===== config.mk =====
export PLATFORM = sky130hd
export DESIGN_NAME = sync_ram
export DESIGN_NICKNAME = d
export VERILOG_FILES = /design/src/sync_ram.sv
export SDC_FILE = /design/constraint.sdc
export NUM_CORES = 2
export LEC_CHECK = 0
export CORE_MARGIN = 5
export CORE_UTILIZATION = 45
export DETAILED_ROUTE_END_ITERATION = 6
export DONT_BUFFER_PORTS = 1
export GPL_TIMING_DRIVEN = 0
export MAX_ROUTING_LAYER = met4
export PLACE_DENSITY_LB_ADDON = 0.12
export RECOVER_POWER = 25
export REMOVE_ABC_BUFFERS = 1
export SLEW_MARGIN = 20
export SYNTH_ARGS = -nofsm -noshare
export SYNTH_HDL_FRONTEND = slang
export SYNTH_SLANG_ARGS = --single-unit

===== constraint.sdc =====
create_clock -name clk -period 3.4 [get_ports clk]
set_input_delay 0.51 -clock clk [delete_from_list [all_inputs] [get_ports clk]]
set_output_delay 0.51 -clock clk [all_outputs]
set_load 0.005 [all_outputs]

===== src/sync_ram.sv =====
`default_nettype none

module sync_ram #(
   parameter type data_t = logic [7:0],
   parameter int  DEPTH  = 256
) (
   input  logic                     clk,
   input  logic                     sel_i,
   input  logic                     we_i,
   input  logic [$clog2(DEPTH)-1:0] addr_i,
   input  data_t                    wdata_i,
   output data_t                    rdata_o
);

   data_t mem [DEPTH];

   // read returns the old word when a write hits the same address
   always_ff @(posedge clk) begin
      if (sel_i) begin
         if (we_i) begin
            mem[addr_i] <= wdata_i;
         end
         rdata_o <= mem[addr_i];
      end
   end

endmodule

`default_nettype wire


Yosys cells after proc, flatten, opt, wreduce, memory -nomap -nowiden
Memory sizes are Yosys's and may differ from the RTL's. A register that Yosys moved wholly into a read port is not among the register bits.
Cells that the tools add are included.
Widths: inputs -> output; s select.
{ "totals": {"wordCells": 4, "rom_bits": 0, "mem_count": 1, "register_bits": 0, "ram_bits": 2048, "latchBits": 0, "out_inout_bits": 8} }
{ "op_classes": {"eq_ne": 0, "mux": 3, "n_div": 0, "n_reduce_logical": 0, "mul": 0, "n_shift": 0, "n_lt_le_gt_ge": 0, "n_bitwise": 0, "add_sub_neg": 0} }
{ "mem_list": {"columns": ["memory", "depth", "width", "rd", "rd_clocked_by_memory_dff", "write_ports", "line", "text"], "rows": [
  ["mem", 256, 8, 1, 1, 1, "15", "data_t mem [DEPTH];"]
]} }
{ "ops": {"columns": ["op", "count"], "rows": [
  ["$mux 1", 3]
]} }

Longest topological paths before layout
{ "logic_depth": {"depth_word": 3, "ltp_mapped": 9, "depth_no_buf": 5} }

Worst setup path before layout
OpenSTA, ideal clock, no wires.
{ "synth_path": {"path_type": "input-to-reg", "from": "in addr_i[0]", "to": "mem mem[105][0] in the netlist's numbering (enable)", "path_slack_ns": 0.630, "arrival_ns": 2.400, "path_stages": 8, "cell_sequence": "clkbuf_1 > buf_4 > buf_4 > buf_2 > nor3b_1 > nand2_1 > clkbuf_1 > nor2_1"} }
{ "synth_lines": {"columns": ["element", "line", "text"], "rows": [
  ["start, declared", "10", "input logic [$clog2(DEPTH)-1:0] addr_i,"],
  ["end, declared", "15", null]
]} }
No word-level cell before the write port.

==> qor.txt <==
Post-Syn Instances - 3525
Die W - 427 um
Top Ports - 27
Largest net degree at the start of global routing - 517
Met3 usage - 0.0384
Area grow syn2layout - 13.1%
Mapped Area - 78400 um2
Leak - 26.8 nW
Detailed-route wire length per cell - 32.7 um
Final nets - 3597
Hold path depth - 0
RSZ-0062 raised after global routing - false
CP Data Arrival Time - 3800 ps
Crit start category - input pin
Area share of the largest cell type after synthesis - 0.788
Placed cell area - 81200 um2
Sequential power share - 0.536
Register area share after synthesis - 0.788
Critical Path Fanout Max - 32
CP cell instances - buf_16 > buf_16 > buf_16 > buf_16 > mux4_2 > a22oi_1 > a21oi_1 > o41ai_2 > nand4_1
Predominant post-synthesis flop cell - edfxtp_1
Vias/cell - 6.06
Global route overflow - 0
Gpl congestion - 0.776
Reg-to-Reg End - rdata_o[7]
Initial antenna violation count - 1
Maximum Capacitance Violations - 7
Die height - 427 um
VDD IR max - 593 uV
Final WL - 198000 um
Vias - 36.8k
PortBufs - 0
Worst path slowest cell - mux4_2
Yosys cell types - 21
Worst Hold Class - in -> reg
Failing checks - negative hold slack, max-capacitance violations, max-slew violations
Dpl cells - 5664
Met1 GRT Util - 0.287
Min cycle time layout - 3350 ps
Share of post-route cells with drive strength above 1 - 0.248
GR Util met2 - 0.349
PD cells - 589 nW/um2
Crit path kind - in -> reg
Internal power - 0.0415 W
Worst hold slack - -201 ps
Fin area - 88600 um2
Sw Ratio - 0.204
Cell mode on critical path - buf_16
Clock network power share - 0.423
CP peak stage delay - 600 ps
Pre-CTS WS - -802 ps
Psw - 0.0107 W
CP endpoint kind - flip-flop
RR Startpoint - mem[46][7]
CTS sink count - 2056
First-pass GRT wire length - 272000 um
Period utilisation layout - 0.984
Register-to-register setup slack - 320 ps
Number of synthesized register bits - 2056
Top cells by count, synth - edfxtp_1 (2056), mux4_2 (512), nor2_1 (259)
CTS Root Cell - clkbuf_16
Synth area leader - edfxtp_1
DR iter-0 viols - 4268
Fmax - 299 MHz
Top-count cell post-synth - edfxtp_1
R2R depth - 5
GRT busiest layer - met2
Clock Path Buffers - 3
# DRC - 0
Hold Path End - mem[92][6]
Pwr Total - 0.0522 W
Slew @ Worst Pin - 3200 ps
FFs w/ async S/R, synth - 0
Final Non-Filler Cells - 6075
Combinational power share - 0.042
Core Rows - 153
Vias in the first global route - 37.6k
Clk_skew - 18.3 ps
Final HPWL DP - 98800 um
H-Tree Depth - 4
CORE AREA - 174000 um2
Required time worst endpoint - 3860 ps
TritonCTS clock tree - built
Die area - 183000 um2
Ranking of synthesized cells by area - edfxtp_1 (79%), mux4_2 (15%), a22oi_1 (2.5%)
Ys Warns - 0
Setup Viol. Count Final - 0
Final Hold Viols - 241
Initial Util - 0.451
Min-delay src - wdata_i[6]
Global Route Usage Sum - 0.215
Mean Syn Cell Area - 22.2 um2
Slew margin rel. - -1.13
Num CTS Buffers - 203
Status - finished with violations
First-pass iteration count of the detailed router - 5
Worst setup margin - 53.3 ps
Max Slew Vio Count - 583
Post-route ant nets - 0
Post-synth EDFFs - 2056
Clock-pin slew on the worst setup and hold paths - 60 ps
Clk_lat worst skew - 830 ps
Post-CTS Setup Inserts - 0
[area by class of cell]
| cell class | count | area, um2 |
|---|---|---|
| repair buffers | 73 | 1380 |
| multi-input cells | 1244 | 16000 |
| diodes | 2 | 5.00 |
| well taps | 2325 | 2910 |
| flip-flops and latches | 2056 | 61700 |
| clock inverters | 128 | 1100 |
| fillers | 13400 | 85000 |
| clock buffers | 247 | 5440 |
[power by group through the flow]
stage	clock network [W]	logic, W	registers, W
after global routing	0.0235	0.00231	0.0279
after detailed placement	0	0.00148	0.0285
final	0.0221	0.00219	0.0280
after global placement	0	0.00140	0.0285
after CTS	0.0224	0.00149	0.0279
after floorplan	0	0.000933	0.0285
[cells by family after synthesis]
logic type             share of synthesized area
flip-flops                                 0.788
multiplexers                               0.147
AO/OA/AOI/OAI                             0.0363
AND/OR/NAND/NOR                           0.0160
buffers and inverters                     0.0127
[flip-flops by register name (all words and copies together) (netlist names)]
register / count
mem: 2048
rdata_o: 8
[critical path: cells and delay by family]
family          cells  cell delay (ps)
compound gates      3             1120
buf+inv             4             1020
mux                 1              600
simple gates        1              360
[cells in the final DEF, fill, tap and decap left out, types with 12 or more instances in the layout]
cell / n
nand2_4: 16
a21oi_1: 128
buf_16: 25
clkinv_2: 41
bufinv_16: 19
edfxtp_1: 2056
a22oi_1: 256
buf_12: 12
nor2_1: 255
clkinv_1: 54
clkbuf_1: 37
nand2_1: 13
clkbuf_16: 224
mux4_2: 512
o41ai_2: 25
[worst max-delay path by stage]
stage | startpoint | end | slack (ps) | cells past startpoint
finish | addr_i[0] | rdata_o[2] | 50 | 9
CTS | addr_i[0] | mem[76][6] | 80 | 3
floorplan | addr_i[3] | mem[166][0] | -4040 | 3
detailed placement | addr_i[0] | mem[76][6] | -800 | 3
global placement | addr_i[3] | mem[167][0] | -15130 | 3
global route | addr_i[0] | rdata_o[2] | 60 | 9
[stage by stage]
step	utilization	setup TNS, ps
3_3_place_gp	0.462	-
3_5_place_dp	0.468	-993880
5_1_grt	0.510	0
4_1_cts	0.506	0
2_1_floorplan	-	-6546270
6_report	0.510	0
[metal layers]
layer  wire, um  share of wire
met5          0              0
met1      79600           0.40
met4       4730          0.024
met2      99800           0.50
met3      14300          0.072
[repair_timing]
| action | CTS | global route |
|---|---|---|
| hold buffers | 1 | 12 |
| resized for setup | 0 | 15 |
| endpoints found under the hold margin | 2056 | 1482 |
| setup endpoints to repair | 0 | 2056 |
Note: power is estimated with default switching activity, not from simulation.
