### src/include/mainboard_params.svh
`ifndef MAINBOARD_PARAMS_SVH
`define MAINBOARD_PARAMS_SVH

// scratchpad size in 16-bit words, mirrored across 8000-83FF
`define SP_WORDS 128

// expansion memory size in bytes, at 2000-3FFF
`define EX_BYTES 8192

// clk cycles per cpu clock enable, must be 2 or more
`define CPU_CLK_DIV 4

// cpu clock enables spent on each byte of a multiplexed access
`define MPX_WAIT 2

`endif

### src/bus_pkg.sv
`default_nettype none

package bus_pkg;

   // cpu data word, bit 0 is the msb as on the real cpu
   typedef logic [0:15] word_t;

   // expansion bus byte
   typedef logic [0:7] byte_t;

   // cpu word address
   // the byte address is this word address with a zero appended
   typedef logic [0:14] waddr_t;

endpackage

`default_nettype wire

### src/mainboard_if.sv
`default_nettype none

`include "mainboard_params.svh"

// cpu side memory bus, driven from the top level ports
interface cpu_bus_if import bus_pkg::*; ();
   logic   memen;
   logic   we;
   logic   dbin;
   waddr_t addr;
   word_t  wdata;
   logic   ready;
   logic   clk_en;

   modport decoder (input memen, dbin, addr, output clk_en);
   modport mux (input memen, we, wdata, clk_en);
   modport merge (output ready);
endinterface


`default_nettype wire

### src/read_data_merge.sv
`default_nettype none

module read_data_merge import bus_pkg::*; (
   input  logic     clk,
   input  logic     reset_i,
   cpu_bus_if.merge bus,
   input  logic     sp_valid_i,
   input  word_t    sp_data_i,
   input  logic     mpx_valid_i,
   input  logic     mpx_busy_i,
   input  word_t    mpx_data_i,
   output word_t    rdata_o
);

   logic mpx_ok_q;

   // multiplexer word only counts once both bytes are in
   always_ff @(posedge clk) begin
      if (reset_i) begin
         mpx_ok_q <= 1'b0;
      end else begin
         mpx_ok_q <= mpx_valid_i && !mpx_busy_i;
      end
   end

   // idle sources read as all ones, so unmapped space gives FFFF
   assign rdata_o = (sp_valid_i ? sp_data_i  : '1) &
                    (mpx_ok_q   ? mpx_data_i : '1);

   assign bus.ready = !mpx_busy_i;

endmodule

`default_nettype wire

### src/flat_wrapper.sv
// flat-port wrapper written by rule: the top's interface ports become plain ports
module read_data_merge_flat import bus_pkg::*;
  (clk, reset_i, sp_valid_i, sp_data_i, mpx_valid_i, mpx_busy_i, mpx_data_i, rdata_o, bus_ready);
  cpu_bus_if bus_i ();
  input  logic clk;
  input  logic reset_i;
  input  logic sp_valid_i;
  input  word_t sp_data_i;
  input  logic mpx_valid_i;
  input  logic mpx_busy_i;
  input  word_t mpx_data_i;
  output word_t rdata_o;
  output wire logic [$bits(bus_i.ready)-1:0] bus_ready;
  assign bus_ready = bus_i.ready;
  read_data_merge u_core (.clk(clk), .reset_i(reset_i), .bus(bus_i), .sp_valid_i(sp_valid_i), .sp_data_i(sp_data_i), .mpx_valid_i(mpx_valid_i), .mpx_busy_i(mpx_busy_i), .mpx_data_i(mpx_data_i), .rdata_o(rdata_o));
endmodule
### config.mk
export PLATFORM = sky130hd
export DESIGN_NAME = read_data_merge_flat
export DESIGN_NICKNAME = d
export VERILOG_FILES = /design/src/bus_pkg.sv /design/src/mainboard_if.sv /design/src/read_data_merge.sv /design/src/flat_wrapper.sv
export VERILOG_INCLUDE_DIRS = /design/src /design/src/include
export SDC_FILE = /design/constraint.sdc
export NUM_CORES = 1
export LEC_CHECK = 0
export ABC_AREA = 1
export BUFFER_PORTS_ARGS = -buffer_cell sky130_fd_sc_hd__buf_2
export CAP_MARGIN = 20
export CORE_UTILIZATION = 33
export DETAILED_ROUTE_END_ITERATION = 6
export PLACE_DENSITY = 0.89
export SKIP_LAST_GASP = 1
export SYNTH_ARGS = -nofsm -noshare
export SYNTH_HDL_FRONTEND = slang
export SYNTH_SLANG_ARGS = --single-unit
### constraint.sdc
create_clock -name clk -period 1.4 [get_ports clk]
set_clock_uncertainty 0.1 [all_clocks]
set_input_delay 0.35 -clock clk [delete_from_list [all_inputs] [get_ports clk]]
set_output_delay 0.35 -clock clk [all_outputs]
set_load 0.01 [all_outputs]
After elaboration in Yosys (flattened, before gate mapping)
Index checks and enable logic that the tools add are counted.
{"block": "totals", "register_bits": 1, "out_inout_bits": 17}
{"block": "op_classes", "muxes": 2, "n_bitwise": 1, "reduce_logical": 2}
{"cell": "two-way mux 16 bit", "n": 2}
{"cell": "AND 16 bit", "n": 1}
{"cell": "logical AND 1 bit", "n": 1}
{"cell": "logical NOT 1 bit", "n": 1}

Longest topological paths before layout
{"block": "logic_depth", "ltp_word": 2, "depth_mapped": 5, "mapped_depth_nobuf": 4}

Least setup slack after synthesis
Ideal clock, no wire load.
{"block": "synth_path", "path_kind": "in2out", "startpoint": "in sp_valid_i", "endpoint": "out rdata_o[10]", "arrival_ns": 0.758, "setup_slack_ns": 0.192, "path_stages": 5, "path_buffers": 2, "path_cell_list": "buf_6 buf_6 nand2_1 nand2_1 inv_1"}
{"block": "synth_between", "elab_chain_len": 2}
{"element": "start: declaration", "line_no": "flat_wrapper.sv:7", "source": "input logic sp_valid_i;"}
{"element": "two-way mux 16 bit", "line_no": "read_data_merge.sv:27", "source": "assign rdata_o = (sp_valid_i ? sp_data_i : '1) &"}
{"element": "AND 16 bit", "line_no": "read_data_merge.sv:27"}
{"element": "end: declaration", "line_no": "flat_wrapper.sv:12", "source": "output word_t rdata_o;"}
No other way between the ends.

Worst setup path after layout
{"block": "layout_path", "startpoint": "in sp_valid_i", "endpoint": "out rdata_o[2]"}
Same word-level chain as after synthesis.

==> implementation parameters <==
Parameter                              Value

Layout
  Area of all placed cells without fillers ... 728 um^2
  Final net count ... 193
  Total inserted antenna cells ... 0
  Largest registers in the final layout ... u_core.mpx_ok_q: 1 flops
  Number of flip-flops in the largest register ... 1
  Core Util, Final ... 55.3%
  Synthesis-to-layout area growth ... 53.2%
  Final Non-Filler Cells ... 169
  Register ranked first by flip-flop count ... u_core.mpx_ok_q
  Fill count ... 137
  Fraction of layout instances using a drive strength above 1 ... 42.9%

Route
  Final WL ... 1090 um
  Number of design-rule violations left by the first detailed-router iteration ... 4
  Via count normalized by instance count ... 3.73
  Average routed wire per standard cell ... 6.47 um
  Number of nets with antenna violations after routing ... 0
  DRC violation count after routing ... 0
  Number of optimization iterations in the first detailed-route pass ... 4
  Via total after detailed routing ... 631

Worst setup path
  Critical path capture point type ... primary output
  Data required time at the worst endpoint ... 950 ps
  Worst setup path class ... input pin to primary output
  Arrival time of the worst setup path ... 840 ps
  Startpoint Class ... input pin
  CP max FO ... 16

Timing
  Final setup violation count ... 0
  Transition time at the pin with the least slew margin ... 177 ps
  Final hold slack ... 415 ps
  Final number of max-transition violations ... 0
  RSZ-0062 raised after global routing ... false
  Ratio of final minimum period to clock period ... 92.2%
  Clock period minus worst slack ... 1290 ps
  Final Hold Violating Endpoints ... 0
  F_max ... 0.775 GHz
  Headroom to the max-slew limit ... 88.2%

Floorplanning
  Die ar. ... 1600 um^2
  Die height ... 40.0 um
  I/O pin count ... 54
  Initial Utilization ... 36.1%
  Die extent in x ... 40.0 um
  Area of the core ... 1320 um^2
  Count of standard-cell rows ... 13

Global route
  First-pass GRT wire length ... 1370 um
  Maximum number of pins on one net before global-route repair ... 17
  Final global-route overflow total ... 0
  Via count of the first global-routing pass ... 389
  Antenna violations before repair ... 0
  Tot GR Track Use ... 11.7%

Pwr
  Largest voltage drop on the vdd net ... 0.201 mV
  Share of power burned in combinational logic ... 85.0%
  Reported leakage power ... 0.000588 uW
  Ratio of total power to cell area ... 287 nW/um^2
  Fraction of power spent switching nets ... 43.3%
  Net switching power of the design ... 90.5 uW
  Clock network power share ... 0%
  Int Power ... 119 uW
  Sequential power share ... 15.0%

Synth
  Post-synthesis cell type with the largest combined area ... sky130_fd_sc_hd__inv_1
  Synthesis-stage register bit count ... 1
  Top area cells in the synthesized netlist ... sky130_fd_sc_hd__inv_1 39%, sky130_fd_sc_hd__nand2_1 29%, sky130_fd_sc_hd__nand2_2 16%
  Share of the synthesized area in the top cell type ... 38.7%
  Post-synthesis instance area ... 475 um^2
  Distinct cell type count of the synthesized netlist ... 7
  Synthesized net count ... 141
  Avg Cell Area, Syn ... 4.57 um^2
  Post-Syn Instances ... 104
  Yosys Warn Count ... 0
  Sequential share of the synthesized area ... 4.21%

Min path
  Cell depth of the worst hold path ... 2
  Min-Delay Startpoint ... reset_i
  Worst min-delay path endpoint ... u_core.mpx_ok_q$_SDFF_PP0_
  Class of the tightest hold or removal check ... input pin to register

Place
  Dpl hpwl ... 933 um
  Count of buffers from port buffering ... 53
  Instance area after placement ... 726 um^2
  Weighted congestion at the end of routability-driven global placement ... 0.657
  Count of placed standard cells including taps ... 169

Run status
  Run status ... finished clean

Job
  Max capacitance violation total ... 0

CTS
  Clock slew seen by the registers of the worst setup and hold paths ... 0 ps
  Post-CTS Setup Inserts ... 0
==> through the flow <==
step	TNS [ps]	power [uW]	worst slack, ps
2_1_floorplan	0	133	192
3_3_place_gp	0	205	31.7
3_5_place_dp	-0.625	210	-0.625
4_1_cts	0	212	105
5_1_grt	0	237	36.4
6_report	0	209	109
==> power by group through the flow <==
stage,clock network (uW),logic [uW],registers (uW)
2_1_floorplan,0,103,30.7
3_3_place_gp,0,173,31.1
3_5_place_dp,0,179,31.3
4_1_cts,0,181,31.3
5_1_grt,0,206,31.4
6_report,0,178,31.3
==> synth_stat cells, drive strengths merged <==
| cell | number |
|---|---|
| buf | 4 |
| dfxtp | 1 |
| inv | 49 |
| nand2 | 49 |
| nor2 | 1 |
==> cell families (layout without fill, tap and decap cells) <==
family,after synthesis,after routing,share of synthesized area (%)
DFF,1,1,4.21
and+or+nand+nor,50,50,45.8
buffers and inverters,53,103,50.0
==> layer usage <==
metal	GRT usage, %	share of wire [%]	up-vias	wire length [um]
li1	-	-	359	-
met1	12.6	42	232	461
met2	25.4	45	40	495
met3	0.556	12	0	136
met4	0	0	0	0
met5	0	0	-	0
==> cell usage in the layout (no fill, tap or decap) <==
cell	n
sky130_fd_sc_hd__buf_12	1
sky130_fd_sc_hd__nand2_1	37
sky130_fd_sc_hd__inv_1	49
sky130_fd_sc_hd__dfxtp_1	1
sky130_fd_sc_hd__nor2_1	1
sky130_fd_sc_hd__nand2_2	12
sky130_fd_sc_hd__buf_4	1
sky130_fd_sc_hd__buf_2	52
==> timing repair <==
action                     CTS  global route
setup endpoints to repair    1             0
hold buffers                 0             0
resized for setup            1             0
==> area by class of cell <==
class	count	area, um^2	area share, %
inverter	49	184	25.3
multi-input combinational	50	218	29.9
sequential	1	20.0	2.75
tap	15	18.8	2.58
timing repair buffer	54	288	39.5
==> worst max-delay path, stage by stage <==
cell and delay (ps):
sky130_fd_sc_hd__buf_4 190, sky130_fd_sc_hd__nand2_1 80, sky130_fd_sc_hd__nand2_1 60, sky130_fd_sc_hd__inv_1 30, sky130_fd_sc_hd__buf_2 120
==> how the worst max path moves through the flow <==
stage | from | endpoint | slack, ps
after floorplan | sp_valid_i | rdata_o[10] | 190
after global placement | sp_valid_i | rdata_o[12] | 30
after detailed placement | sp_valid_i | rdata_o[2] | -0.6
after CTS | sp_valid_i | rdata_o[2] | 110
after global routing | sp_valid_i | rdata_o[0] | 40
final | sp_valid_i | rdata_o[2] | 110
Power figures use the tool's default switching activity.
