### config.mk
export PLATFORM = sky130hd
export DESIGN_NAME = cycle_decoder_flat
export DESIGN_NICKNAME = d
export VERILOG_FILES = /design/src/bus_pkg.sv /design/src/map_pkg.sv /design/src/mainboard_if.sv /design/src/cycle_decoder.sv /design/src/flat_wrapper.sv
export VERILOG_INCLUDE_DIRS = /design/src /design/src/include
export SDC_FILE = /design/constraint.sdc
export NUM_CORES = 1
export LEC_CHECK = 0
export BUFFER_PORTS_ARGS = -buffer_cell sky130_fd_sc_hd__buf_2
export CAP_MARGIN = 10
export CORE_UTILIZATION = 39
export CTS_CLUSTER_DIAMETER = 40
export DETAILED_ROUTE_END_ITERATION = 10
export PLACE_DENSITY = 0.77
export SYNTH_ARGS = -nofsm -noshare
export SYNTH_HDL_FRONTEND = slang
export SYNTH_SLANG_ARGS = --single-unit
### constraint.sdc
create_clock -name clk -period 2.1 [get_ports clk]
set_clock_uncertainty 0.2 [all_clocks]
set_input_delay 0.42 -clock clk [delete_from_list [all_inputs] [get_ports clk]]
set_output_delay 0.42 -clock clk [all_outputs]
set_load 0.005 [all_outputs]
### src/include/mainboard_params.svh
`ifndef MAINBOARD_PARAMS_SVH
`define MAINBOARD_PARAMS_SVH

// scratchpad size in 16-bit words, mirrored across 8000-83FF
`define SP_WORDS 128

// expansion memory size in bytes, at 2000-3FFF
`define EX_BYTES 8192

// clk cycles per cpu clock enable, must be 2 or more
`define CPU_CLK_DIV 4

// cpu clock enables spent on each byte of a multiplexed access
`define MPX_WAIT 2

`endif

### src/bus_pkg.sv
`default_nettype none

package bus_pkg;

   // cpu data word, bit 0 is the msb as on the real cpu
   typedef logic [0:15] word_t;

   // expansion bus byte
   typedef logic [0:7] byte_t;

   // cpu word address
   // the byte address is this word address with a zero appended
   typedef logic [0:14] waddr_t;

endpackage

`default_nettype wire

### src/map_pkg.sv
`default_nettype none

`include "mainboard_params.svh"

package map_pkg;

   // wide enough for a word index in the larger region
   localparam int INDEX_W = $clog2(`EX_BYTES) - 1;

   typedef enum logic [1:0] {
      REGION_NONE,
      REGION_SCRATCH,
      REGION_EXPAN
   } region_e;

   // scratchpad index is a word index, expansion index is a word index
   // that the multiplexer turns into two byte addresses
   typedef struct packed {
      region_e            region;
      logic [INDEX_W-1:0] index;
   } decode_t;

endpackage

`default_nettype wire

### src/mainboard_if.sv
`default_nettype none

`include "mainboard_params.svh"

// cpu side memory bus, driven from the top level ports
interface cpu_bus_if import bus_pkg::*; ();
   logic   memen;
   logic   we;
   logic   dbin;
   waddr_t addr;
   word_t  wdata;
   logic   ready;
   logic   clk_en;

   modport decoder (input memen, dbin, addr, output clk_en);
   modport mux (input memen, we, wdata, clk_en);
   modport merge (output ready);
endinterface


`default_nettype wire

### src/cycle_decoder.sv
`default_nettype none

`include "mainboard_params.svh"

module cycle_decoder import map_pkg::*; (
   input  logic       clk,
   input  logic       reset_i,
   cpu_bus_if.decoder bus,
   output decode_t    dec_o,
   output logic       sp_sel_o,
   output logic       sp_valid_o,
   output logic       mpx_valid_o
);

   localparam int CNT_W = $clog2(`CPU_CLK_DIV);

   logic [CNT_W-1:0] div_q;
   logic             en_q;

   // enable is registered, so it is decoded one count early
   always_ff @(posedge clk) begin
      if (reset_i) begin
         div_q <= '0;
         en_q  <= 1'b0;
      end else begin
         en_q <= (div_q == CNT_W'(`CPU_CLK_DIV - 2));
         if (div_q == CNT_W'(`CPU_CLK_DIV - 1)) begin
            div_q <= '0;
         end else begin
            div_q <= div_q + 1'b1;
         end
      end
   end

   assign bus.clk_en = en_q;

   // byte 2000-3FFF is expansion, byte 8000-83FF is the scratchpad mirror
   always_comb begin
      dec_o.region = REGION_NONE;
      dec_o.index  = '0;
      if (bus.addr[0:2] == 3'b001) begin
         dec_o.region = REGION_EXPAN;
         dec_o.index  = bus.addr[3:14];
      end else if (bus.addr[0:5] == 6'b100000) begin
         dec_o.region = REGION_SCRATCH;
         dec_o.index  = INDEX_W'(bus.addr[8:14]);
      end
   end

   assign sp_sel_o = bus.memen && (dec_o.region == REGION_SCRATCH);

   // read data of a source is only merged while its flag is set
   always_ff @(posedge clk) begin
      if (reset_i) begin
         sp_valid_o  <= 1'b0;
         mpx_valid_o <= 1'b0;
      end else begin
         sp_valid_o  <= bus.dbin && sp_sel_o;
         mpx_valid_o <= bus.dbin && bus.memen && (dec_o.region == REGION_EXPAN);
      end
   end

endmodule

`default_nettype wire

### src/flat_wrapper.sv
// flat-port wrapper written by rule: the top's interface ports become plain ports
module cycle_decoder_flat import map_pkg::*;
  (clk, reset_i, dec_o, sp_sel_o, sp_valid_o, mpx_valid_o, bus_memen, bus_dbin, bus_addr, bus_clk_en);
  cpu_bus_if bus_i ();
  input  logic clk;
  input  logic reset_i;
  output decode_t dec_o;
  output logic sp_sel_o;
  output logic sp_valid_o;
  output logic mpx_valid_o;
  input wire logic [$bits(bus_i.memen)-1:0] bus_memen;
  input wire logic [$bits(bus_i.dbin)-1:0] bus_dbin;
  input wire logic [$bits(bus_i.addr)-1:0] bus_addr;
  output wire logic [$bits(bus_i.clk_en)-1:0] bus_clk_en;
  assign bus_i.memen = bus_memen;
  assign bus_i.dbin = bus_dbin;
  assign bus_i.addr = bus_addr;
  assign bus_clk_en = bus_i.clk_en;
  cycle_decoder u_core (.clk(clk), .reset_i(reset_i), .bus(bus_i), .dec_o(dec_o), .sp_sel_o(sp_sel_o), .sp_valid_o(sp_valid_o), .mpx_valid_o(mpx_valid_o));
endmodule
# Word level (Yosys, flattened, before mapping)

Cells that the tools add are included.
Widths: inputs -> output; s select.

Output and inout port bits: 18
Memory bits (writable): 0
Latch bits: 0
Bits of input ports: 19
ROM bits: 0
Memories: 0
Flip-flop bits (word level): 5
Logic and storage cells: 18

Shifts and indexed selects: 0
Eq/ne operators: 6
Div/mod/pow operators: 0
Bitwise logic cells: 0
$mul: 0
Multiplexer cells: 2
Magnitude comparators: 0
Reductions and logical operators: 5
$add $sub $neg: 1

Operators by type and width:

| kind                | count |
|---|---|
| $mux 14             | 1 |
| $mux 13             | 1 |
| $eq 2x2->1 const B  | 3 |
| $eq 6x6->1 const B  | 1 |
| $logic_and 1x1->1   | 4 |
| $eq 3x1->1 const B  | 1 |
| $add 2x1->2 const B | 1 |
| $eq 2x1->1 const B  | 1 |
| $reduce_or 2->1     | 1 |

# Depth between registers and ports, before layout

Word-level depth: 6
Gate-level depth with buffers: 3
Depth with buffers taken out: 3

# Worst setup path before layout

OpenSTA, ideal clock, no wires.

Kind: input-to-output
Start point: input bus_addr[13]
End point: output dec_o[0] (netlist bit)
Stages: 3
Slack: 0.221 ns
Path buffers: 1
Data arrival time: 1.259 ns
Data required time: 1.480 ns
Cells stage by stage: clkbuf_1 or4bb_2 o41ai_2

RTL lines:

| what               | RTL line           | text |
|---|---|---|
| start: declaration | flat_wrapper.sv:13 | `input wire logic [$bits(bus_i.addr)-1:0] bus_addr;` |
| end: declaration   | flat_wrapper.sv:7  | `output decode_t dec_o;` |

==> out/qor.csv <==
stage;metric;value;unit
timing;Slew Limit Fails;0;
floorplan;die area;0.001471;mm²
worst_setup_path;Worst setup SP type;primary input;
hold_path;WHS Path Cells;2;
worst_setup_path;reg2reg path depth;3;
floorplan;DIE WIDTH;38.36;µm
worst_setup_path;worst reg2reg path endpoint;u_core.div_q[1];
worst_setup_path;CP arrival;1.45;ns
cells_and_area;Layout Nets;115;
drt;via/cell ratio;5.056;
floorplan;Starting Density;0.4402;
drt;ANT nets after route;0;
clock_network;Clock Sinks;5;
timing;fin crit share;0.9844;
power;PD cells;387.6;mW/mm²
timing;crit path time final;2.067;ns
cells_and_area;# diodes;0;
drt;DR vias;541;
clock_network;Clock Latency Late Sink;0.24;ns
timing;normalized max-slew margin;0.8414;
worst_setup_path;CP Max Fanout;12;
yosys;share of the synthesized area in the top cell type;0.2209;
global_routing;first-pass GRT wire length;1.635;mm
clock_network;CTS Hold Bufs;0;
worst_setup_path;Buf+Inv Stages, Crit Path;2;
cells_and_area;Core Util, Final;0.6741;
worst_setup_path;critical path's top delay family;simple AND/OR/NAND/NOR gates;
hold_path;worst hold path type;primary input to register;
yosys;Post-synth ARST share;0;
timing;Final Hold Fails;0;
yosys;Synth area leader;o41ai_2;
timing;Final setup viols;0;
global_routing;antenna violations before repair;0;
power;Pleak;0.4459;nW
run_status;status;completed;
floorplan;FP Rows;12;
floorplan;Die Span Y;38.36;µm
clock_network;clk buf depth;2;
cells_and_area;commonest non-fill, non-tap cell in the layout;buf_2;
cells_and_area;share of cells above drive strength 1;0.6989;
timing;slew of the pin with the lowest slew margin;0.2346;ns
cells_and_area;fin cells;107;
cells_and_area;most frequent cells in the layout;34 x buf_2, 9 x inv_1, 7 x o41ai_2, 6 x buf_4;
drt;DR pass1 iterations;2;
hold_path;hold_sp;bus_addr[14];
timing;Max Clock Freq;0.4837;GHz
placed_design;dpl cells;101;
clock_network;CTS tree;yes;
yosys;syn avg cell area;10.31;µm²
worst_setup_path;Crit. End Element;output port;
floorplan;I/O pins;37;
global_routing;vias in the first global route;429;
global_routing;GR Overflow Total;0;
drt;number of remaining DRC errors;0;
yosys;Mapped Nets;71;
floorplan;Core Area;0.001171;mm²
placed_design;input/output buffers;36;
worst_setup_path;Worst R2R Setup Slack;0.98;ns
yosys;synth top area cells;o41ai_2 22%, dfxtp_1 19%, or4bb_2 17%;
worst_setup_path;kind of critical path;primary input to output port;
yosys;Syn Inst Count;50;
yosys;synthesized area;515.5;µm²
drt;Starting DRT DRC Count;3;
power;peak supply drop;232.5;µV
worst_setup_path;Critical Path RT;1.48;ns
yosys;Netlist cell types;19;
cells_and_area;area delta synth->final;53.16;%
clock_network;CTS Buf Count;3;
worst_setup_path;CP cell instances;clkbuf_4 -> or4bb_2 -> o41ai_2 -> buf_2;
yosys;synth warn;0;
yosys;register bit total from synthesis;5;
placed_design;hpwl dp;870.3;µm
yosys;register area share after synthesis;0.1942;
global_routing;largest net degree at the start of global routing;13;
hold_path;Min-Delay Endpoint;u_core.mpx_valid_o;
worst_setup_path;CP max stage cell;or4bb_2;
worst_setup_path;CP max stage delay;0.63;ns
clock_network;H-tree depth;1;
run;max_cap viols;0;
yosys;EDFF count, synth;0;
placed_design;Placer Congestion;0.6462;
yosys;Post-synth top flop;dfxtp_1;
drt;final wirelength;1.148;mm
drt;Routed wire per std cell;10.73;µm
global_routing;all-layer global routing usage;0.1635;
clock_network;Root Driver;clkbuf_4;
cells_and_area;Layout fillers;87;
clock_network;clk slew on worst S/H paths;0.04;ns
worst_setup_path;worst reg2reg startpoint;u_core.div_q[0];
==> power by group <==
part | internal, mW | total, mW | switching, mW | leakage (nW)
combinational | 0.0487 | 0.0921 | 0.0435 | 0.390
clock | 0.0717 | 0.108 | 0.0367 | 0.0150
sequential | 0.102 | 0.106 | 0.00354 | 0.0409
total | 0.222 | 0.306 | 0.0837 | 0.446
==> repair_timing <==
action                     CTS  global route
cloned                       0             1
buffers inserted             0             1
resized for setup            1            10
setup endpoints to repair    7             8
hold endpoints to repair     0             0
==> per-stage QoR <==
stage	worst slack, ns	TNS (ns)	hold WS, ns	cell area [µm²]	total power, mW
final	0.03269	0	0.1844	789.5	0.3060
after detailed placement	-0.007216	-0.02108	0.2511	725.7	0.1926
after floorplan	0.2214	0	0.2250	515.5	0.1531
after global routing	-0.002296	-0.002296	0.1888	789.5	0.3264
after CTS	0.005776	0	0.1808	755.7	0.3051
after global placement	-0.01389	-0.02362	0.2395	725.7	0.1894
==> flip-flops by register name, summed over array words and instances (netlist names) <==
name,count
u_core.bus.clk_en,1
u_core.div_q,2
u_core.mpx_valid_o,1
u_core.sp_valid_o,1
==> worst max-delay path by stage <==
| stage | from | to | cells after the start |
|---|---|---|---|
| floorplan | bus_addr[13] | dec_o[0] | 3 |
| global placement | bus_addr[14] | dec_o[6] | 5 |
| detailed placement | bus_addr[14] | dec_o[5] | 5 |
| CTS | bus_addr[14] | dec_o[4] | 5 |
| global route | bus_addr[9] | dec_o[4] | 5 |
| finish | bus_addr[13] | dec_o[2] | 4 |
==> kinds of logic (layout without fill, tap and decap cells) <==
kind of cell | after synthesis | in the layout | synth area share
AOI/OAI and AO/OA | 7 | 7 | 0.2209
adders and majority gates | 2 | 2 | 0.04854
buffers and inverters | 13 | 56 | 0.1141
DFF | 5 | 5 | 0.1942
and+or+nand+nor | 23 | 23 | 0.4224
==> layer usage <==
layer	global-route usage	vias up	routed length (µm)
met2	0.2712	26	590
met4	0.1034	0	0
met5	0	-	0
met1	0.1771	241	471
li1	-	274	-
met3	0.05233	0	86
==> cells in the mapped netlist, drive strengths merged (2+ instances only) <==
| cell | number |
|---|---|
| ha | 2 |
| nor4 | 2 |
| inv | 9 |
| o41ai | 7 |
| nor3 | 3 |
| and2 | 5 |
| or4bb | 7 |
| dfxtp | 5 |
| buf | 3 |
==> cell type report <==
cell class | count | area, µm² | area share
multi-input cells | 32 | 366.6 | 0.4643
flip-flops and latches | 5 | 100.1 | 0.1268
inverters | 9 | 33.78 | 0.04279
repair buffers | 43 | 245.2 | 0.3106
clock buffers | 4 | 26.28 | 0.03328
well taps | 14 | 17.52 | 0.02219
(Power assumes the default switching activity.)
