===== config.mk =====
export PLATFORM = sky130hd
export DESIGN_NAME = byte_multiplexer_flat
export DESIGN_NICKNAME = d
export VERILOG_FILES = /design/src/bus_pkg.sv /design/src/map_pkg.sv /design/src/mainboard_if.sv /design/src/byte_multiplexer.sv /design/src/flat_wrapper.sv
export VERILOG_INCLUDE_DIRS = /design/src /design/src/include
export SDC_FILE = /design/constraint.sdc
export NUM_CORES = 1
export LEC_CHECK = 0
export BUFFER_PORTS_ARGS = -buffer_cell sky130_fd_sc_hd__clkbuf_2
export CAP_MARGIN = 20
export CORE_UTILIZATION = 40
export DETAILED_ROUTE_END_ITERATION = 16
export GPL_ROUTABILITY_DRIVEN = 0
export PLACE_DENSITY = 0.94
export SLEW_MARGIN = 40
export SYNTH_ARGS = -nofsm -noshare
export SYNTH_HDL_FRONTEND = slang
export SYNTH_SLANG_ARGS = --single-unit

===== constraint.sdc =====
create_clock -name clk -period 3.7 [get_ports clk]
set_input_delay 0.74 -clock clk [delete_from_list [all_inputs] [get_ports clk]]
set_output_delay 0.74 -clock clk [all_outputs]
set_load 0.1 [all_outputs]

===== src/include/mainboard_params.svh =====
`ifndef MAINBOARD_PARAMS_SVH
`define MAINBOARD_PARAMS_SVH

// scratchpad size in 16-bit words, mirrored across 8000-83FF
`define SP_WORDS 128

// expansion memory size in bytes, at 2000-3FFF
`define EX_BYTES 8192

// clk cycles per cpu clock enable, must be 2 or more
`define CPU_CLK_DIV 4

// cpu clock enables spent on each byte of a multiplexed access
`define MPX_WAIT 2

`endif


===== src/bus_pkg.sv =====
`default_nettype none

package bus_pkg;

   // cpu data word, bit 0 is the msb as on the real cpu
   typedef logic [0:15] word_t;

   // expansion bus byte
   typedef logic [0:7] byte_t;

   // cpu word address
   // the byte address is this word address with a zero appended
   typedef logic [0:14] waddr_t;

endpackage

`default_nettype wire


===== src/map_pkg.sv =====
`default_nettype none

`include "mainboard_params.svh"

package map_pkg;

   // wide enough for a word index in the larger region
   localparam int INDEX_W = $clog2(`EX_BYTES) - 1;

   typedef enum logic [1:0] {
      REGION_NONE,
      REGION_SCRATCH,
      REGION_EXPAN
   } region_e;

   // scratchpad index is a word index, expansion index is a word index
   // that the multiplexer turns into two byte addresses
   typedef struct packed {
      region_e            region;
      logic [INDEX_W-1:0] index;
   } decode_t;

endpackage

`default_nettype wire


===== src/mainboard_if.sv =====
`default_nettype none

`include "mainboard_params.svh"

// cpu side memory bus, driven from the top level ports
interface cpu_bus_if import bus_pkg::*; ();
   logic   memen;
   logic   we;
   logic   dbin;
   waddr_t addr;
   word_t  wdata;
   logic   ready;
   logic   clk_en;

   modport decoder (input memen, dbin, addr, output clk_en);
   modport mux (input memen, we, wdata, clk_en);
   modport merge (output ready);
endinterface

// 8-bit expansion bus between the multiplexer and the byte memory
interface byte_bus_if import bus_pkg::*; ();
   logic                         sel;
   logic                         we;
   logic [$clog2(`EX_BYTES)-1:0] addr;
   byte_t                        wdata;
   byte_t                        rdata;

   modport master (
      output sel, we, addr, wdata,
      input  rdata
   );

   modport slave (
      input  sel, we, addr, wdata,
      output rdata
   );
endinterface

`default_nettype wire


===== src/byte_multiplexer.sv =====
`default_nettype none

`include "mainboard_params.svh"

module byte_multiplexer import bus_pkg::*; import map_pkg::*; (
   input  logic       clk,
   input  logic       reset_i,
   cpu_bus_if.mux     bus,
   input  decode_t    dec_i,
   byte_bus_if.master bb,
   output logic       busy_o,
   output word_t      data_o
);

   localparam int WAIT_W = $clog2(`MPX_WAIT + 1);

   typedef enum logic [1:0] {
      S_IDLE,
      S_ODD,
      S_EVEN,
      S_DONE
   } state_e;

   state_e            state_q;
   logic [WAIT_W-1:0] wait_q;
   logic              start;
   logic              last_wait;
   logic              odd_phase;

   assign start     = bus.memen && (dec_i.region == REGION_EXPAN);
   assign last_wait = bus.clk_en && (wait_q == WAIT_W'(`MPX_WAIT - 1));
   // odd byte first, so the address already points there while idle
   assign odd_phase = (state_q != S_EVEN);

   always_ff @(posedge clk) begin
      if (reset_i) begin
         state_q <= S_IDLE;
         wait_q  <= '0;
      end else begin
         case (state_q)
            S_IDLE: begin
               wait_q <= '0;
               if (start) begin
                  state_q <= S_ODD;
               end
            end
            S_ODD, S_EVEN: begin
               if (last_wait) begin
                  wait_q  <= '0;
                  state_q <= (state_q == S_ODD) ? S_EVEN : S_DONE;
               end else if (bus.clk_en) begin
                  wait_q <= wait_q + 1'b1;
               end
            end
            default: begin
               // ready is high here, the cpu completes on this enable
               if (bus.clk_en) begin
                  state_q <= S_IDLE;
               end
            end
         endcase
      end
   end

   // odd byte is the low half of the word, even byte the high half
   always_ff @(posedge clk) begin
      if (last_wait && (state_q == S_ODD)) begin
         data_o[8:15] <= bb.rdata;
      end
      if (last_wait && (state_q == S_EVEN)) begin
         data_o[0:7] <= bb.rdata;
      end
   end

   assign busy_o = (state_q == S_ODD) || (state_q == S_EVEN);

   // select early so the odd byte read is under way before busy rises
   assign bb.sel   = (state_q == S_IDLE) ? start : busy_o;
   assign bb.we    = bus.we;
   assign bb.addr  = {dec_i.index, odd_phase};
   assign bb.wdata = odd_phase ? bus.wdata[8:15] : bus.wdata[0:7];

endmodule

`default_nettype wire


===== src/flat_wrapper.sv =====
// flat-port wrapper written by rule: the top's interface ports become plain ports
module byte_multiplexer_flat import bus_pkg::*; import map_pkg::*;
  (clk, reset_i, dec_i, busy_o, data_o, bus_memen, bus_we, bus_wdata, bus_clk_en, bb_sel, bb_we, bb_addr, bb_wdata, bb_rdata);
  cpu_bus_if bus_i ();
  byte_bus_if bb_i ();
  input  logic clk;
  input  logic reset_i;
  input  decode_t dec_i;
  output logic busy_o;
  output word_t data_o;
  input wire logic [$bits(bus_i.memen)-1:0] bus_memen;
  input wire logic [$bits(bus_i.we)-1:0] bus_we;
  input wire logic [$bits(bus_i.wdata)-1:0] bus_wdata;
  input wire logic [$bits(bus_i.clk_en)-1:0] bus_clk_en;
  output wire logic [$bits(bb_i.sel)-1:0] bb_sel;
  output wire logic [$bits(bb_i.we)-1:0] bb_we;
  output wire logic [$bits(bb_i.addr)-1:0] bb_addr;
  output wire logic [$bits(bb_i.wdata)-1:0] bb_wdata;
  input wire logic [$bits(bb_i.rdata)-1:0] bb_rdata;
  assign bus_i.memen = bus_memen;
  assign bus_i.we = bus_we;
  assign bus_i.wdata = bus_wdata;
  assign bus_i.clk_en = bus_clk_en;
  assign bb_sel = bb_i.sel;
  assign bb_we = bb_i.we;
  assign bb_addr = bb_i.addr;
  assign bb_wdata = bb_i.wdata;
  assign bb_i.rdata = bb_rdata;
  byte_multiplexer u_core (.clk(clk), .reset_i(reset_i), .bus(bus_i), .dec_i(dec_i), .bb(bb_i), .busy_o(busy_o), .data_o(data_o));
endmodule

Word level (Yosys, flattened, before mapping)
Cells that the tools add are included.
{"block": "word_totals", "reg_bits": 20, "input_bits": 43, "out_inout_bits": 40}
{"block": "classes", "add_sub_neg": 1, "eq_ne": 8, "n_mux": 10, "n_reduce_logical": 11}
{"op": "$mux 2", "n": 5}
{"op": "$mux 8", "n": 1}
{"op": "$pmux 2 s2", "n": 2}
{"op": "$eq 2x1->1 const B", "n": 2}
{"op": "$eq 2x2->1 const B", "n": 2}
{"op": "$logic_and 1x1->1", "n": 4}
{"op": "$ne 2x1->1 const B", "n": 2}
{"op": "$ne 3x2->1 const B", "n": 1}
{"op": "$reduce_and 3->1", "n": 1}
{"op": "$reduce_bool 3->1", "n": 1}
{"op": "$add 2x1->2 const B", "n": 1}
{"op": "$logic_not 2->1", "n": 1}
{"op": "$mux 1", "n": 2}
{"op": "$ne 2x2->1 const B", "n": 1}
{"op": "$reduce_and 2->1", "n": 1}
{"op": "$reduce_bool 2->1", "n": 1}
{"op": "$reduce_or 2->1", "n": 1}
{"op": "$logic_or 1x1->1", "n": 1}

Logic depth before layout (Yosys ltp)
{"block": "logic_depth", "depth_word": 4, "ltp_mapped": 6, "ltp_nobuf": 5}

Worst setup path before layout
No wires, ideal clock.
{"block": "synth_path", "kind": "register to output", "startpoint": "register u_core.state_q[0]", "endpoint": "output port bb_sel", "arrival_ps": 2776, "path_slack_ps": 184, "stages_incl_launch_ff": 5, "path_buffers": 0, "cell_sequence": "dfxtp_1 -> inv_1 -> ha_1 -> nor2_1 -> nor2_1"}
{"block": "synth_between", "elab_chain_cells": 3, "word_cells_on_any_way": 5}
{"item": "start: declaration", "line_no": "byte_multiplexer.sv:24", "text": "state_e state_q;"}
{"item": "start signal: assignment", "line_no": "byte_multiplexer.sv:50", "text": "state_q <= (state_q == S_ODD) ? S_EVEN : S_DONE;"}
{"item": "$eq 2x1->1 / $eq 2x2->1 (equally long branches)", "line_no": "byte_multiplexer.sv:75", "text": "assign busy_o = (state_q == S_ODD) || (state_q == S_EVEN);"}
{"item": "$logic_or 1x1->1 *", "line_no": "byte_multiplexer.sv:75"}
{"item": "net busy_o", "line_no": "flat_wrapper.sv:9", "text": "output logic busy_o;"}
{"item": "$mux 1 *", "line_no": "byte_multiplexer.sv:78", "text": "assign bb.sel = (state_q == S_IDLE) ? start : busy_o;"}
{"item": "end: declaration", "line_no": "flat_wrapper.sv:15", "text": "output wire logic [$bits(bb_i.sel)-1:0] bb_sel;"}
The timed path passes the listed nets; every way through them passes the cells marked *.

Final worst setup path
{"block": "layout_path", "startpoint": "register u_core.state_q[0]", "endpoint": "output port bb_wdata[2]"}
{"block": "layout_between", "elab_chain_cells": 2}
{"item": "$ne 2x2->1", "line_no": "byte_multiplexer.sv:33", "text": "assign odd_phase = (state_q != S_EVEN);"}
{"item": "$mux 8", "line_no": "byte_multiplexer.sv:81", "text": "assign bb.wdata = odd_phase ? bus.wdata[8:15] : bus.wdata[0:7];"}
{"item": "end: declaration", "line_no": "flat_wrapper.sv:18", "text": "output wire logic [$bits(bb_i.wdata)-1:0] bb_wdata;"}
Every way passes these cells.

==> results by group <==
Power and ir drop
  • Pwr Density: 504 mW/mm^2
  • Total net switching power: about 250 uW
  • Maximum resistive drop on vdd: between 0.0004 and 0.0005 V
  • Sequential Power Share: 42.6%
  • Switching Share: between 40% and 50%
  • Total internal power: approximately 350 uW
  • Reported leakage power: between 0.5 and 0.6 nW
  • Part of the total power dissipated in the clock network: 16.3%
  • Combinational power share: between 40% and 50%

STA
  • Slew margin rel.: a little over half
  • Share of the clock period used by the worst path: 71.4%
  • Transition time of the tightest slew-check pin: between 700 and 800 ps
  • Fin crit period: between 2000 and 3000 ps
  • Final-report setup violation count: 0
  • Final hold viol count: 0
  • Sum of negative setup slack: 0 ps
  • Fmax: about 0.38 GHz
  • RSZ-0062 raised after global routing: false
  • Setup Skew: between 2 and 3 ps
  • Slew Viols, Final: 0

Worst setup path
  • Arrival time worst endpoint: 1900 ps
  • Crit-path slowest cell: ha_1
  • Required arrival time at the worst endpoint: just under 3000 ps
  • Worst reg2reg path startpoint: u_core.state_q[0]
  • CP Max Fanout: 10
  • Reg2reg setup slack: approximately 1800 ps
  • CP max stage delay: between 400 and 500 ps
  • Kind of capture point of the worst setup path: output pin
  • End point of the critical path: bb_wdata[2]
  • Launching instance or port of the critical path: u_core.state_q[0]
  • Category of the critical setup timing path: reg2out
  • Launching element type of the critical path: register
  • Destination of the worst register-to-register timing path: u_core.data_o[13]
  • R2r worst-path depth: 4
  • List of cells traversed by the critical path: inv_1, ha_1, mux2_2, clkbuf_2

Drt
  • DRC marker count from the first detailed-route iteration: 4
  • Avg WL per Cell: ~12 um
  • DR pass1 iterations: 3
  • Total DRC errors in the routed layout: 0
  • Wire length reported by the detailed router: approximately 1.7 mm
  • Total number of vias: 661
  • Post-detailed-route count of antenna-violating nets: 0
  • Routed via count divided by cell count: roughly 4.5

CTS
  • TritonCTS clock tree: yes
  • Maximum level of the CTS H-tree: 1
  • Cts bufs inserted: 3
  • Insertion delay of the later-clocked pin in the worst-skew pair: slightly below 300 ps
  • Number of hold-repair buffers added at the cts stage: 0
  • Post-CTS sizing: 0
  • Clock slew at reported path FFs: ~100 ps
  • Clock sinks: 20
  • Largest buffer count on any clock path: 2
  • Post-CTS setup buffer count: 0
  • Clk Tree Root Cell: clkbuf_4

Yosys
  • Biggest area contributors in the synthesized netlist: edfxtp_1 (50%), buf_4 (11%), mux2_2 (9.3%), dfxtp_1 (8.3%), ha_1 (5.2%)
  • Primary FF master, synth: edfxtp_1
  • Average instance area after synthesis: 13.2 um^2
  • Total of warnings raised by yosys: 0
  • Area leader, netlist: edfxtp_1
  • Top cell type's share of synthesized area: about half
  • Register bit total from synthesis: 20
  • Number of unique standard cell types used by synthesis: 20
  • Post-synth ARST share: 0%
  • Nets in the synthesized netlist: 120
  • Number of flops mapped to enable cells by yosys: 16
  • Count of mapped cells out of synthesis: 73
  • Cell area after technology mapping: 967 um^2
  • Sequential-to-total area share from yosys stat: 58.0%

Die
  • Core Region: 0.00225 mm^2
  • Standard-cell row count: 17
  • Width of the die: approximately 51 um
  • Effective utilization at floorplan: 42.9%
  • IO Pins: between 80 and 90
  • Die Y-Extent: 51.2 um
  • Die area: about 0.0026 mm^2

GRT
  • Via count of the first global-routing pass: ~600
  • Global-route wire length before repair: between 2 and 3 mm
  • Maximum number of pins on one net before global-route repair: 12
  • Total track usage: 14.0%
  • Number of antenna violations at the first check in global routing: 0
  • GR Overflow Total: 0

Placement
  • Half-perimeter wire length of the detailed placement result: around 1.5 mm
  • Dpl cells: ~140
  • Number of buffer cells added on primary ports: 56

Cells and area
  • Layout cells sized above 1: between 50 and 60%
  • Synth-to-layout area growth: 23.9%
  • Commonest non-fill, non-tap cell in the layout: clkbuf_2
  • Area used by sequential logic in the layout: ~560 um^2
  • Post-Layout Cell Count: approximately 150
  • Commonest non-fill, non-tap cells in the layout: clkbuf_2 (56), edfxtp_1 (16), mux2_2 (8), nor2_1 (8)
  • Filler instances: between 200 and 250
  • Total inserted antenna cells: 0
  • Total number of nets in the final design: between 150 and 200
  • Area used by multi-input combinational logic: roughly 280 um^2

Hold path
  • Tightest Hold Check Type: reg2reg
  • Number of stages on the worst hold path: 1
  • Startpoint of the worst hold path: u_core.wait_q[1]

Run
  • Max_cap viols: 0

Outcome
  • Status: finished clean
==> sequential cells by signal, indices dropped and copies added, names as in the netlist <==
register and count:
u_core.data_o 16, u_core.state_q 2, u_core.wait_q 2
==> Yosys cell counts (2+ instances only) <==
master	number
edfxtp_1	16
ha_1	4
nor2_1	8
mux2_2	8
inv_1	4
dfxtp_1	4
nor3b_1	2
a21oi_1	2
buf_4	14
==> power groups by stage <==
stage                     registers [mW]  clock network (mW)  logic (mW)
after global placement             0.262                   0       0.243
final                              0.258              0.0986       0.248
after global routing               0.259               0.113       0.262
after detailed placement           0.263                   0       0.249
after floorplan                    0.269                   0       0.266
after CTS                          0.258               0.103       0.250
==> cells by family after synthesis <==
family / Yosys count / share of synthesized area [%]
buffers and inverters: 19 / 12.9
muxes: 9 / 10.5
xor gates and xnor gates: 1 / 0.906
and+or+nand+nor: 16 / 9.06
DFF: 20 / 58.0
AOI/OAI and AO/OA: 4 / 3.49
adders and majority gates: 4 / 5.17
==> per-stage QoR <==
step	setup slack, ps	util, %	hold WS (ps)	power, mW	area [um^2]
6_report	1060	53.2	482	0.604	1200
5_1_grt	945	53.2	487	0.635	1200
4_1_cts	1040	53.2	481	0.611	1200
3_5_place_dp	1210	52.0	466	0.512	1170
3_3_place_gp	1260	52.0	461	0.506	1170
2_1_floorplan	184	-	449	0.535	967
==> metal layers <==
layer  global-route usage, %  wire, um
met1                    14.3       689
met2                    22.6       849
met3                    6.85       191
met4                    8.80        16
met5                       0         0
==> cell type report <==
cell class	count	share of cell area, %
well taps	28	2.92
clock buffers	3	1.88
repair buffers	56	23.4
inverters	4	1.25
flip-flops and latches	20	46.8
multi-input cells	34	23.5
clock inverters	1	0.313
==> worst min-delay path by stage <==
| stage | to | slack, ps |
|---|---|---|
| final | u_core.wait_q[1] | 480 |
| after global routing | u_core.wait_q[1] | 490 |
| after CTS | u_core.wait_q[1] | 480 |
| after detailed placement | u_core.wait_q[1] | 470 |
| after global placement | u_core.wait_q[1] | 460 |
| after floorplan | u_core.wait_q[1] | 450 |
==> critical path, delay by kind of cell, from the launching register on <==
family | cells | cell delay [ps]
buf+inv | 2 | 470
flops | 1 | 340
fa+ha+maj | 1 | 420
mux | 1 | 380
Power figures use the tool's default switching activity.
